File: config.mk
export PLATFORM = sky130hd
export DESIGN_NAME = mci_top
export DESIGN_NICKNAME = d
export VERILOG_FILES = /design/src/hdl/mci_reg_pkg.sv /design/src/hdl/mci_boot_pkg.sv /design/src/hdl/mci_boot_seqr.sv /design/src/hdl/mci_wdt.sv /design/src/hdl/mci_reg_bank.sv /design/src/hdl/mci_top.sv
export VERILOG_INCLUDE_DIRS = /design/src /design/src/hdl
export SDC_FILE = /design/constraint.sdc
export NUM_CORES = 1
export LEC_CHECK = 0
export BUFFER_PORTS_ARGS = -buffer_cell sky130_fd_sc_hd__buf_4
export CAP_MARGIN = 30
export CORE_MARGIN = 2
export CORE_UTILIZATION = 27
export CTS_CLUSTER_SIZE = 10
export DETAILED_ROUTE_END_ITERATION = 8
export PLACE_DENSITY = 0.44
export SYNTH_ARGS = -nofsm -noshare
export SYNTH_HDL_FRONTEND = slang
export SYNTH_SLANG_ARGS = --single-unit
export TNS_END_PERCENT = 5
File: constraint.sdc
create_clock -name clk -period 2.7 [get_ports clk]
set_clock_uncertainty 0.15 [all_clocks]
set_input_delay 0.27 -clock clk [delete_from_list [all_inputs] [get_ports clk]]
set_output_delay 0.27 -clock clk [all_outputs]
set_load 0.02 [all_outputs]
File: src/hdl/mci_consts.svh
////////////////////
// MCI control core constants
// Register port widths, register count and reset values
////////////////////
`ifndef MCI_CONSTS_SVH
`define MCI_CONSTS_SVH

// Register port
`define MCI_DATA_W 32
`define MCI_ADDR_W 4
`define MCI_REG_NUM 10

// Fatal error aggregation
`define MCI_ERR_W 32
`define MCI_ERR_MASK_RST 32'h0000_0000

// Boot state code width
`define MCI_BOOT_ST_W 3

// Watchdog periods out of reset
`define MCI_WDT_PERIOD_RST 32'hFFFF_FFFF

`endif

File: src/hdl/mci_reg_pkg.sv
////////////////////
// MCI register map types
// Address map of the control register bank and watchdog status layout
////////////////////
`include "mci_consts.svh"

package mci_reg_pkg;

    // Register addresses, anything above BOOT_STATUS is unmapped
    typedef enum logic [`MCI_ADDR_W-1:0] {
        BOOTFSM_GO        = 4'd0,
        CPTRA_BOOT_GO     = 4'd1,
        WDT_TIMER1_EN     = 4'd2,
        WDT_TIMER1_CTRL   = 4'd3,
        WDT_TIMER1_PERIOD = 4'd4,
        WDT_TIMER2_PERIOD = 4'd5,
        WDT_STATUS        = 4'd6,
        ERROR_FATAL_MASK  = 4'd7,
        HW_ERROR_FATAL    = 4'd8,
        BOOT_STATUS       = 4'd9
    } mci_reg_addr_e;

    // Watchdog status as read at WDT_STATUS
    typedef struct packed {
        logic t2_timeout;
        logic t1_timeout;
    } mci_wdt_status_t;

endpackage

File: src/hdl/mci_boot_pkg.sv
////////////////////
// MCI boot sequencer types
// State codes, also reported through BOOT_STATUS
////////////////////
`include "mci_consts.svh"

package mci_boot_pkg;

    // Boot flow in order, breakpoint is optional
    typedef enum logic [`MCI_BOOT_ST_W-1:0] {
        BOOT_IDLE          = 3'd0,
        BOOT_BREAKPOINT    = 3'd1,
        BOOT_OTP_FC        = 3'd2,
        BOOT_LCC           = 3'd3,
        BOOT_MCU_RST       = 3'd4,
        BOOT_WAIT_CPTRA_GO = 3'd5,
        BOOT_DONE          = 3'd6
    } mci_boot_state_e;

endpackage

File: src/hdl/mci_boot_seqr.sv
////////////////////
// MCI boot sequencer
// Steps through fuse init, lifecycle init, MCU reset release
// and Caliptra reset release, with an optional breakpoint hold
////////////////////
`timescale 1ns/1ps

module mci_boot_seqr (
    input  logic                          clk,
    input  logic                          reset_i,

    // Boot controls
    input  logic                          boot_brkpoint_i,
    input  logic                          bootfsm_go_i,
    input  logic                          cptra_boot_go_i,

    // Fuse and lifecycle handshakes
    input  logic                          fc_opt_done_i,
    input  logic                          lc_done_i,
    output logic                          fc_opt_init_o,
    output logic                          lc_init_o,

    // Reset releases
    output logic                          mcu_rst_b_o,
    output logic                          cptra_rst_b_o,

    output mci_boot_pkg::mci_boot_state_e boot_state_o
);

    import mci_boot_pkg::*;

    mci_boot_state_e state_q;
    mci_boot_state_e state_d;

    ////////////////////
    // Next state
    ////////////////////
    always_comb begin
        state_d = state_q;
        case (state_q)
            BOOT_IDLE: begin
                // Breakpoint strap is sampled once, right after reset
                state_d = boot_brkpoint_i ? BOOT_BREAKPOINT : BOOT_OTP_FC;
            end
            BOOT_BREAKPOINT: begin
                if (bootfsm_go_i) begin
                    state_d = BOOT_OTP_FC;
                end
            end
            BOOT_OTP_FC: begin
                if (fc_opt_done_i) begin
                    state_d = BOOT_LCC;
                end
            end
            BOOT_LCC: begin
                if (lc_done_i) begin
                    state_d = BOOT_MCU_RST;
                end
            end
            BOOT_MCU_RST: begin
                state_d = BOOT_WAIT_CPTRA_GO;
            end
            BOOT_WAIT_CPTRA_GO: begin
                if (cptra_boot_go_i) begin
                    state_d = BOOT_DONE;
                end
            end
            BOOT_DONE: begin
                state_d = BOOT_DONE;
            end
            default: begin
                state_d = BOOT_IDLE;
            end
        endcase
    end

    always_ff @(posedge clk) begin
        if (reset_i) begin
            state_q <= BOOT_IDLE;
        end else begin
            state_q <= state_d;
        end
    end

    ////////////////////
    // Outputs from state
    ////////////////////
    assign fc_opt_init_o = (state_q == BOOT_OTP_FC);
    assign lc_init_o     = (state_q == BOOT_LCC);

    // MCU stays out of reset from BOOT_MCU_RST on
    assign mcu_rst_b_o   = (state_q == BOOT_MCU_RST) ||
                           (state_q == BOOT_WAIT_CPTRA_GO) ||
                           (state_q == BOOT_DONE);
    // Only reachable after the MCU release
    assign cptra_rst_b_o = (state_q == BOOT_DONE);

    assign boot_state_o  = state_q;

endmodule

File: src/hdl/mci_wdt.sv
////////////////////
// MCI watchdog
// Two cascaded timers, second expiry latches the NMI
////////////////////
`timescale 1ns/1ps
`include "mci_consts.svh"

module mci_wdt (
    input  logic                         clk,
    input  logic                         reset_i,

    // Controls from the register bank
    input  logic                         timer1_en_i,
    input  logic                         timer1_restart_i,
    input  logic [`MCI_DATA_W-1:0]       timer1_period_i,
    input  logic [`MCI_DATA_W-1:0]       timer2_period_i,

    output mci_reg_pkg::mci_wdt_status_t wdt_status_o,
    output logic                         nmi_intr_o
);

    logic [`MCI_DATA_W-1:0] cnt1_q;
    logic [`MCI_DATA_W-1:0] cnt2_q;
    logic                   t1_timeout_q;
    logic                   t2_timeout_q;
    logic                   t1_expire;
    logic                   t2_expire;

    // Expiry is taken one cycle after the count reaches the period
    assign t1_expire = timer1_en_i && !t1_timeout_q && (cnt1_q >= timer1_period_i);
    assign t2_expire = t1_timeout_q && !t2_timeout_q && (cnt2_q >= timer2_period_i);

    ////////////////////
    // Counters and status
    ////////////////////
    always_ff @(posedge clk) begin
        if (reset_i || timer1_restart_i) begin
            cnt1_q       <= '0;
            cnt2_q       <= '0;
            t1_timeout_q <= 1'b0;
            t2_timeout_q <= 1'b0;
        end else begin
            // Stage 1 runs while enabled and not yet expired
            if (t1_expire) begin
                t1_timeout_q <= 1'b1;
            end else if (timer1_en_i && !t1_timeout_q) begin
                cnt1_q <= cnt1_q + 1'b1;
            end

            // Stage 2 only counts after stage 1 expired
            if (t2_expire) begin
                t2_timeout_q <= 1'b1;
            end else if (t1_timeout_q && !t2_timeout_q) begin
                cnt2_q <= cnt2_q + 1'b1;
            end
        end
    end

    // NMI is sticky, a restart does not clear it
    always_ff @(posedge clk) begin
        if (reset_i) begin
            nmi_intr_o <= 1'b0;
        end else if (t2_expire && !timer1_restart_i) begin
            nmi_intr_o <= 1'b1;
        end
    end

    assign wdt_status_o.t1_timeout = t1_timeout_q;
    assign wdt_status_o.t2_timeout = t2_timeout_q;

endmodule

File: src/hdl/mci_reg_bank.sv
////////////////////
// MCI register bank
// Four-phase req/ack port, boot and watchdog controls,
// sticky fatal errors with mask and aggregated fatal output
////////////////////
`timescale 1ns/1ps
`include "mci_consts.svh"

module mci_reg_bank (
    input  logic                          clk,
    input  logic                          reset_i,

    // Register port
    input  logic                          reg_req_i,
    input  logic                          reg_we_i,
    input  logic [`MCI_ADDR_W-1:0]        reg_addr_i,
    input  logic [`MCI_DATA_W-1:0]        reg_wdata_i,
    output logic                          reg_ack_o,
    output logic [`MCI_DATA_W-1:0]        reg_rdata_o,

    // Status inputs
    input  logic [`MCI_ERR_W-1:0]         agg_error_fatal_i,
    input  mci_boot_pkg::mci_boot_state_e boot_state_i,
    input  mci_reg_pkg::mci_wdt_status_t  wdt_status_i,

    // Control outputs
    output logic                          bootfsm_go_o,
    output logic                          cptra_boot_go_o,
    output logic                          timer1_en_o,
    output logic                          timer1_restart_o,
    output logic [`MCI_DATA_W-1:0]        timer1_period_o,
    output logic [`MCI_DATA_W-1:0]        timer2_period_o,
    output logic                          all_error_fatal_o
);

    import mci_reg_pkg::*;

    mci_reg_addr_e          addr;
    logic                   take;
    logic                   addr_hit;
    logic                   wr_en;
    logic [`MCI_DATA_W-1:0] rd_mux;
    logic [`MCI_ERR_W-1:0]  err_mask_q;
    logic [`MCI_ERR_W-1:0]  hw_err_q;
    logic [`MCI_ERR_W-1:0]  err_clr;

    ////////////////////
    // Handshake
    ////////////////////
    // New access only once the previous ack has dropped
    assign take     = reg_req_i && !reg_ack_o;
    assign addr     = mci_reg_addr_e'(reg_addr_i);
    assign addr_hit = (reg_addr_i < `MCI_REG_NUM);
    assign wr_en    = take && reg_we_i && addr_hit;

    always_ff @(posedge clk) begin
        if (reset_i) begin
            reg_ack_o <= 1'b0;
        end else if (take) begin
            reg_ack_o <= 1'b1;
        end else if (!reg_req_i) begin
            reg_ack_o <= 1'b0;
        end
    end

    // Read data held for as long as ack is up
    always_ff @(posedge clk) begin
        if (take && !reg_we_i) begin
            reg_rdata_o <= rd_mux;
        end
    end

    ////////////////////
    // Control registers
    ////////////////////
    always_ff @(posedge clk) begin
        if (reset_i) begin
            bootfsm_go_o    <= 1'b0;
            cptra_boot_go_o <= 1'b0;
            timer1_en_o     <= 1'b0;
            timer1_period_o <= `MCI_WDT_PERIOD_RST;
            timer2_period_o <= `MCI_WDT_PERIOD_RST;
            err_mask_q      <= `MCI_ERR_MASK_RST;
        end else if (wr_en) begin
            case (addr)
                BOOTFSM_GO:        bootfsm_go_o    <= reg_wdata_i[0];
                CPTRA_BOOT_GO:     cptra_boot_go_o <= reg_wdata_i[0];
                WDT_TIMER1_EN:     timer1_en_o     <= reg_wdata_i[0];
                WDT_TIMER1_PERIOD: timer1_period_o <= reg_wdata_i;
                WDT_TIMER2_PERIOD: timer2_period_o <= reg_wdata_i;
                ERROR_FATAL_MASK:  err_mask_q      <= reg_wdata_i;
                default: begin
                end
            endcase
        end
    end

    // Restart is a single pulse per write with bit 0 set
    always_ff @(posedge clk) begin
        if (reset_i) begin
            timer1_restart_o <= 1'b0;
        end else begin
            timer1_restart_o <= wr_en && (addr == WDT_TIMER1_CTRL) && reg_wdata_i[0];
        end
    end

    ////////////////////
    // Fatal errors
    ////////////////////
    assign err_clr = (wr_en && (addr == HW_ERROR_FATAL)) ? reg_wdata_i : '0;

    // A new error in the clearing cycle wins
    always_ff @(posedge clk) begin
        if (reset_i) begin
            hw_err_q          <= '0;
            all_error_fatal_o <= 1'b0;
        end else begin
            hw_err_q          <= (hw_err_q & ~err_clr) | agg_error_fatal_i;
            all_error_fatal_o <= |(hw_err_q & ~err_mask_q);
        end
    end

    ////////////////////
    // Read mux
    ////////////////////
    always_comb begin
        rd_mux = '0;
        case (addr)
            BOOTFSM_GO:        rd_mux[0] = bootfsm_go_o;
            CPTRA_BOOT_GO:     rd_mux[0] = cptra_boot_go_o;
            WDT_TIMER1_EN:     rd_mux[0] = timer1_en_o;
            WDT_TIMER1_PERIOD: rd_mux    = timer1_period_o;
            WDT_TIMER2_PERIOD: rd_mux    = timer2_period_o;
            WDT_STATUS:        rd_mux[1:0] = wdt_status_i;
            ERROR_FATAL_MASK:  rd_mux    = err_mask_q;
            HW_ERROR_FATAL:    rd_mux    = hw_err_q;
            BOOT_STATUS:       rd_mux[`MCI_BOOT_ST_W-1:0] = boot_state_i;
            // Restart control and unmapped addresses read zero
            default:           rd_mux    = '0;
        endcase
    end

endmodule

File: src/hdl/mci_top.sv
////////////////////
// MCI control core top
// Boot sequencer, watchdog and register bank
////////////////////
`timescale 1ns/1ps
`include "mci_consts.svh"

module mci_top (
    input  logic                   clk,
    input  logic                   reset_i,

    // Register port
    input  logic                   reg_req_i,
    input  logic                   reg_we_i,
    input  logic [`MCI_ADDR_W-1:0] reg_addr_i,
    input  logic [`MCI_DATA_W-1:0] reg_wdata_i,
    output logic                   reg_ack_o,
    output logic [`MCI_DATA_W-1:0] reg_rdata_o,

    // Fatal errors
    input  logic [`MCI_ERR_W-1:0]  agg_error_fatal_i,
    output logic                   all_error_fatal_o,

    // Boot flow
    input  logic                   boot_brkpoint_i,
    input  logic                   fc_opt_done_i,
    input  logic                   lc_done_i,
    output logic                   fc_opt_init_o,
    output logic                   lc_init_o,
    output logic                   mcu_rst_b_o,
    output logic                   cptra_rst_b_o,

    output logic                   nmi_intr_o
);

    import mci_reg_pkg::*;
    import mci_boot_pkg::*;

    logic                   bootfsm_go;
    logic                   cptra_boot_go;
    logic                   timer1_en;
    logic                   timer1_restart;
    logic [`MCI_DATA_W-1:0] timer1_period;
    logic [`MCI_DATA_W-1:0] timer2_period;
    mci_boot_state_e        boot_state;
    mci_wdt_status_t        wdt_status;

    mci_boot_seqr u_boot_seqr (
        .clk             (clk),
        .reset_i         (reset_i),
        .boot_brkpoint_i (boot_brkpoint_i),
        .bootfsm_go_i    (bootfsm_go),
        .cptra_boot_go_i (cptra_boot_go),
        .fc_opt_done_i   (fc_opt_done_i),
        .lc_done_i       (lc_done_i),
        .fc_opt_init_o   (fc_opt_init_o),
        .lc_init_o       (lc_init_o),
        .mcu_rst_b_o     (mcu_rst_b_o),
        .cptra_rst_b_o   (cptra_rst_b_o),
        .boot_state_o    (boot_state)
    );

    mci_wdt u_wdt (
        .clk              (clk),
        .reset_i          (reset_i),
        .timer1_en_i      (timer1_en),
        .timer1_restart_i (timer1_restart),
        .timer1_period_i  (timer1_period),
        .timer2_period_i  (timer2_period),
        .wdt_status_o     (wdt_status),
        .nmi_intr_o       (nmi_intr_o)
    );

    mci_reg_bank u_reg_bank (
        .clk               (clk),
        .reset_i           (reset_i),
        .reg_req_i         (reg_req_i),
        .reg_we_i          (reg_we_i),
        .reg_addr_i        (reg_addr_i),
        .reg_wdata_i       (reg_wdata_i),
        .reg_ack_o         (reg_ack_o),
        .reg_rdata_o       (reg_rdata_o),
        .agg_error_fatal_i (agg_error_fatal_i),
        .boot_state_i      (boot_state),
        .wdt_status_i      (wdt_status),
        .bootfsm_go_o      (bootfsm_go),
        .cptra_boot_go_o   (cptra_boot_go),
        .timer1_en_o       (timer1_en),
        .timer1_restart_o  (timer1_restart),
        .timer1_period_o   (timer1_period),
        .timer2_period_o   (timer2_period),
        .all_error_fatal_o (all_error_fatal_o)
    );

endmodule

==> impl_metrics.json, run 1 <==
{
  "layout_common_cells": "nand2_1, buf_4, dfxtp_1, a21oi_1, inv_1",
  "drv_cap": 0,
  "ant_nets": 0,
  "violations": "setup timing",
  "finalPower_mw": 8.197,
  "hold_class": "primary input to flip-flop",
  "gr-usage-met3_pct": 2.780,
  "yosysWarnings": 0,
  "clk_pin_slew_worst_paths_ns": 0.06,
  "yosys.area.top_type": "dfxtp_1",
  "arrival_ns": 3.08,
  "h-tree-depth": 1,
  "postSynthCellCount": 1428,
  "grt_max_degree": 130,
  "grt_overflow": 0,
  "wl_per_cell_um": 18.85,
  "post-place-ws_ns": -0.1725,
  "port-buffer-count": 113,
  "grt_pass1_wl_um": 65320,
  "hold_viol_final": 0,
  "synth_top_cell_area_share_pct": 34.59,
  "cts.sinks": 236,
  "fmax_ghz": 0.3669,
  "finalHoldWorstSlack_ns": 0.06418,
  "grt_use_met2_pct": 31.37,
  "diodes": 0,
  "drc": 0,
  "grt_util_met1_pct": 26.36,
  "antenna_found_initial": 0,
  "peakVddDrop_mv": 0.3986,
  "drt_pass1_iterations": 5,
  "path_delay_family": "simple AND/OR/NAND/NOR gates",
  "ctsLongestPathBuffers": 3,
  "finalCriticalPeriod_ns": 2.725,
  "crit_chain": "inv_1 > ha_1 > nor2b_1 > o211ai_1 > a31oi_2 > o211a_1 > or4_4 > or4_1 > nand2_1",
  "p_per_area_nw_per_um2": 505.4,
  "period_share_pct": 100.9,
  "avgSynthCellArea_sq_um": 8.267,
  "worst-path-max-fanout": 10,
  "ys_ff_latch": 236,
  "dpl.hpwl_um": 30470,
  "drtIter0Drc": 680,
  "outcome": "finished with violations",
  "slew_headroom_pct": 48.42,
  "via_count": 11303,
  "crit_slowest_cell": "or4_4",
  "syn-num-nets": 1569,
  "syn_to_final_growth_pct": 37.38,
  "routed_wl_um": 43600,
  "die_h_um": 213.1,
  "cts_tree": "yes",
  "postLayoutCoreUtil_pct": 37.65,
  "die_w_um": 213.1,
  "synthTopCellsByArea": "dfxtp_1, edfxtp_1, nand2_1",
  "final_common_cell": "nand2_1",
  "tightest_slew_ns": 0.7737,
  "rsz0062_at_grt": "true",
  "drive_above_1_share_pct": 21.70,
  "stdcell_area_sq_um": 16220,
  "start_util_pct": 27.41,
  "grt_pass1_vias": 11147,
  "nets": 1848,
  "core_region_area_sq_um": 43080,
  "cts-buffers-inserted": 30,
  "num_io_pins": 114,
  "clkLatencyLatePin_ns": 0.57,
  "synth_seq_area_share_pct": 42.73,
  "crit_buf_inv": 1,
  "synth_cell_types": 66,
  "setup_viol": 3,
  "synth_edf_count": 32,
  "critPathRequiredTime_ns": 3.06,
  "grtUsageTotal_pct": 19.06,
  "setup_slack_ns": -0.02550,
  "vias_per_cell": 4.887,
  "p_leak_nw": 6.921,
  "synthFlopType": "dfxtp_1",
  "placed_cell_area_sq_um": 14190,
  "routabilityCongestion": 0.8301,
  "crit_path_end_kind": "flip-flop",
  "syn_area_sq_um": 11810,
  "async_reset_ff_share_pct": 0,
  "start_kind": "flip-flop",
  "slowest_delay_ns": 0.56,
  "grt-busiest-layer": "met2",
  "core.rowCount": 76,
  "ctsRootBufferMaster": "clkbuf_16",
  "maxSlewViolCount": 0,
  "worst-setup-path-type": "flip-flop to flip-flop",
  "die_area_sq_um": 45410
}
## cells in the mapped netlist (11+ instances only)
cell type and instances:
nand4_1 28, nor4_1 11, nand2b_1 12, a21oi_1 131, or4_1 13, o21ai_0 41, o22ai_1 12, dfxtp_1 204
clkbuf_1 68, a22oi_1 62, nand3_1 24, ha_1 66, a21o_1 14, inv_1 119, nor3_1 17, or3_1 28
a211o_1 31, edfxtp_1 32, nand2_1 255, nand3b_1 34, nor2_1 95
## path summary, 6_finish.rpt
check / from / endpoint / slack [ns] / cells after the start
worst min register to register: u_wdt.nmi_intr_o / u_wdt.nmi_intr_o / 0.30 / 2
worst max-delay path: u_reg_bank.timer2_period_o[1] / u_wdt.cnt2_q[23] / -0.03 / 9
worst min-delay path: lc_done_i / u_boot_seqr.boot_state_o[1] / 0.06 / 4
worst max register to register: u_reg_bank.timer2_period_o[1] / u_wdt.cnt2_q[23] / -0.03 / 9
## worst min-delay path: stages
cell and delay [ns]:
buf_4 0.11, inv_1 0.04, a211oi_1 0.11, a211oi_1 0.19
## cell type report
type,count,area [sq um]
Fill cell,4381,26860
Clock inverter,8,38.79
Inverter,119,446.7
Multi-Input combinational cell,1000,6382
Sequential cell,236,5066
Timing Repair Buffer,320,2704
Tap cell,585,732.0
Clock buffer,45,848.3
## where the power goes
group	internal, mW	total [mW]	switching [mW]
combinational	0.339	0.743	0.404
sequential	3.65	3.74	0.0927
clock	2.14	3.71	1.57
total	6.13	8.20	2.06
## routing by layer
metal / up-vias / share of wire, %
li1: 5615 / -
met1: 5431 / 48
met2: 208 / 46
met3: 49 / 4.1
met4: 0 / 2.0
met5: - / 0
## sequential cells by signal, summed over array words and instances, names as in the netlist
register                      cells
u_wdt.t1_timeout_q                1
u_reg_bank.reg_ack_o              1
u_wdt.cnt1_q                     32
u_reg_bank.hw_err_q              32
u_reg_bank.timer1_en_o            1
u_reg_bank.timer1_restart_o       1
u_wdt.nmi_intr_o                  1
u_reg_bank.timer2_period_o       32
u_reg_bank.reg_rdata_o           32
u_wdt.t2_timeout_q                1
u_boot_seqr.boot_state_o          3
u_wdt.cnt2_q                     32
u_reg_bank.timer1_period_o       32
u_reg_bank.err_mask_q            32
u_reg_bank.cptra_boot_go_o        1
u_reg_bank.bootfsm_go_o           1
u_reg_bank.all_error_fatal_o      1
## metrics by stage
| step | std cells | TNS [ns] |
|---|---|---|
| 2_1_floorplan | 1428 | 0 |
| 3_3_place_gp | 2181 | -1.859 |
| 3_5_place_dp | 2181 | -1.893 |
| 4_1_cts | 2312 | -0.1140 |
| 5_1_grt | 2313 | -1.887 |
| 6_report | 2313 | -0.02908 |
## cells by family (layout without fill, tap and decap cells)
| family | Yosys count | in the layout | share of synthesized area (%) |
|---|---|---|---|
| AND/OR/NAND/NOR | 571 | 571 | 23.56 |
| AO/OA/AOI/OAI | 348 | 348 | 19.22 |
| flip-flops | 236 | 236 | 42.73 |
| buffers and inverters | 192 | 492 | 6.211 |
| adder cells (fa/ha/maj) | 66 | 66 | 6.995 |
| XOR/XNOR | 9 | 9 | 0.6678 |
| multiplexers | 6 | 6 | 0.6147 |
## what timing repair did
item	CTS	global route
hold buffers	76	0
gates resized for setup	12	66
gates cloned	0	0
pin swaps	5	15
hold endpoints to repair	137	0
setup buffers	2	1
endpoints found under the setup margin	35	56
(Power assumes the default switching activity.)
==> inputs of run 2 (changes only) <==
--- a/config.mk
+++ b/config.mk
@@ -9,11 +9,12 @@
 export BUFFER_PORTS_ARGS = -buffer_cell sky130_fd_sc_hd__buf_4
 export CAP_MARGIN = 30
 export CORE_MARGIN = 2
-export CORE_UTILIZATION = 27
+export CORE_UTILIZATION = 50
 export CTS_CLUSTER_SIZE = 10
 export DETAILED_ROUTE_END_ITERATION = 8
-export PLACE_DENSITY = 0.44
+export PLACE_DENSITY = 0.72
 export SYNTH_ARGS = -nofsm -noshare
 export SYNTH_HDL_FRONTEND = slang
+export SYNTH_HIERARCHICAL = 1
 export SYNTH_SLANG_ARGS = --single-unit
 export TNS_END_PERCENT = 5
==> impl_metrics.json, run 2 <==
{
  "async_reset_ff_share_pct": 0,
  "drv_cap": 0,
  "internal_power_mw": 6.053,
  "p_switching_mw": 1.873,
  "die_area_sq_um": 25340,
  "p_per_area_nw_per_um2": 488.6,
  "period_share_pct": 100.7,
  "switching_share_pct": 23.63,
  "drc": 0,
  "layout_common_cells": "nand2_1, buf_4, dfxtp_1, dlygate4sd3_1, inv_1",
  "grt_overflow": 0,
  "timing.rr.start": "u_reg_bank/timer2_period_o[10]",
  "h-tree-depth": 1,
  "port-buffer-count": 113,
  "synth_cell_types": 67,
  "rsz0062_at_grt": "true",
  "drive_above_1_share_pct": 21.08,
  "antenna_found_initial": 1,
  "cts.sinks": 236,
  "crit_buf_inv": 3,
  "ff2ff_setup_slack_ns": -0.02,
  "syn-num-nets": 1600,
  "ctsLongestPathBuffers": 3,
  "arrival_ns": 3.00,
  "core.rowCount": 56,
  "die_w_um": 159.2,
  "synth_edf_count": 32,
  "hp-start": "reg_addr_i[2]",
  "path_depth": 11,
  "die_h_um": 159.2,
  "grt_pass1_vias": 11437,
  "slowest_delay_ns": 0.53,
  "cts-buffers-inserted": 28,
  "critPathRequiredTime_ns": 2.98,
  "crit_slowest_cell": "or4_1",
  "yosys.area.top_type": "dfxtp_1",
  "drt_pass1_iterations": 6,
  "dpl.hpwl_um": 25410,
  "outcome": "finished with violations",
  "clkLatencyLatePin_ns": 0.54,
  "routed_wl_um": 38730,
  "finalCriticalPeriod_ns": 2.718,
  "p_leak_nw": 7.244,
  "holdPathEnd": "u_reg_bank/timer1_restart_o",
  "n_fill_cell": 1773,
  "drtIter0Drc": 1071,
  "core_region_area_sq_um": 23540,
  "syn_area_sq_um": 12040,
  "via_count": 12145,
  "postLayoutCoreUtil_pct": 68.89,
  "worst-setup-path-type": "flip-flop to flip-flop",
  "yosysWarnings": 6,
  "synth_top_cell_area_share_pct": 33.92,
  "crit_chain": "inv_2 > ha_4 > nand4_1 > or4_1 > o32a_1 > a21oi_4 > buf_6 > buf_6 > nor3b_2 > xnor2_1 > nor2_1",
  "clk_pin_slew_worst_paths_ns": 0.06,
  "synthFlopType": "dfxtp_1",
  "start_kind": "flip-flop",
  "hold_path_depth": 4,
  "peakVddDrop_mv": 0.5240,
  "synthTopCellsByCount": "nand2_1, dfxtp_1, a21oi_1",
  "power_frac_clock_pct": 44.1,
  "finalPower_mw": 7.925,
  "cpMostUsedCell": "buf_6",
  "maxSlewViolCount": 0,
  "nets": 1883,
  "seq_power_share_pct": 46.8,
  "worst-path-max-fanout": 4,
  "finalHoldWorstSlack_ns": 0.02644,
  "syn_to_final_growth_pct": 34.71,
  "violations": "setup timing",
  "fmax_ghz": 0.3680,
  "start_util_pct": 51.14,
  "setup_viol": 2,
  "wl_per_cell_um": 18.62,
  "vias_per_cell": 5.839,
  "grt_pass1_wl_um": 59710,
  "cts_tree": "yes",
  "r2r_cells": 11,
  "postSynthCellCount": 1459,
  "synth_seq_area_share_pct": 41.90,
  "synth.most_common_cell": "nand2_1",
  "grt_max_degree": 138,
  "pwr-share-comb_pct": 9.1,
  "path_delay_family": "simple AND/OR/NAND/NOR gates",
  "reg2reg_to": "u_wdt/cnt2_q[4]",
  "hold_viol_final": 0,
  "ys_ff_latch": 236,
  "synthTopCellsByArea": "dfxtp_1, nand2_1, edfxtp_1",
  "routabilityCongestion": 0.8745,
  "crit_path_end_kind": "flip-flop",
  "ant_nets": 0,
  "final_common_cell": "nand2_1",
  "ctsRootBufferMaster": "clkbuf_16",
  "hold_class": "primary input to flip-flop",
  "slew_headroom_pct": 53.36,
  "grtUsageTotal_pct": 28.90,
  "num_io_pins": 114,
  "avgSynthCellArea_sq_um": 8.252,
  "setup_slack_ns": -0.01760,
  "tightest_slew_ns": 0.6996
}
run 2: how the worst max path moves through the flow:
stage | start | endpoint
final | u_reg_bank/timer2_period_o[10] | u_wdt/cnt2_q[4]
after detailed placement | u_wdt/cnt2_q[0] | u_wdt/cnt2_q[2]
after global routing | u_wdt/cnt1_q[3] | u_wdt/cnt1_q[23]
after global placement | u_reg_bank/timer1_period_o[13] | u_wdt/cnt1_q[6]
after floorplan | u_reg_bank/timer1_period_o[13] | u_wdt/cnt1_q[28]
after CTS | u_reg_bank/timer2_period_o[27] | u_wdt/cnt2_q[31]
run 2: area by class of cell:
type / count / area [sq um] / share of cell area, %
Tap cell: 319 / 399.1 / 2.461
Clock buffer: 46 / 789.5 / 4.868
Antenna cell: 1 / 2.502 / 0.01543
Inverter: 111 / 416.7 / 2.569
Timing Repair Buffer: 340 / 2869 / 17.69
Clock inverter: 2 / 35.03 / 0.2160
Sequential cell: 236 / 5077 / 31.30
Multi-Input combinational cell: 1025 / 6630 / 40.88
run 2: logic make-up after synthesis:
kind of cell | share of synthesized area, %
AO/OA/AOI/OAI | 15.29
XOR/XNOR | 1.673
adder cells (fa/ha/maj) | 6.859
flip-flops | 41.90
AND/OR/NAND/NOR | 26.46
buffers and inverters | 6.651
multiplexers | 1.174
run 2: worst min-delay path, cell delays in order:
cell,delay (ns)
buf_4,0.16
nor2_1,0.10
nand2_1,0.07
nor2_1,0.05
run 2: power groups by stage:
stage	Clock [mW]	Sequential [mW]	Combinational [mW]
CTS	3.53	3.70	0.693
floorplan	0	3.78	0.280
global placement	0	3.78	0.555
detailed placement	0	3.78	0.561
global route	3.67	3.71	0.763
finish	3.50	3.71	0.721
run 2: routing by layer:
layer	up-vias	wire length, um	global-route usage [%]
li1	5708	-	-
met1	5756	15630	36.82
met2	556	18390	48.83
met3	125	2775	4.116
met4	0	1934	12.89
met5	-	0	0
run 2: through the flow:
| step | TNS, ns | cell area (sq um) | cells | worst slack (ns) |
|---|---|---|---|---|
| 6_report | -0.02082 | 16220 | 2080 | -0.01760 |
| 2_1_floorplan | -0.6324 | 12050 | 1459 | -0.09922 |
| 5_1_grt | -0.9609 | 16220 | 2080 | -0.1260 |
| 3_3_place_gp | -1.957 | 13810 | 1918 | -0.1402 |
| 4_1_cts | -0.08113 | 15770 | 2072 | -0.02623 |
| 3_5_place_dp | -4.798 | 13810 | 1918 | -0.1937 |
run 2: repair_timing:
action / CTS / global route
setup buffers: 2 / 6
hold buffers: 103 / 1
cloned: 1 / 0
endpoints found under the setup margin: 59 / 64
pin swaps: 10 / 48
gates resized for setup: 19 / 89
hold endpoints to repair: 141 / 1
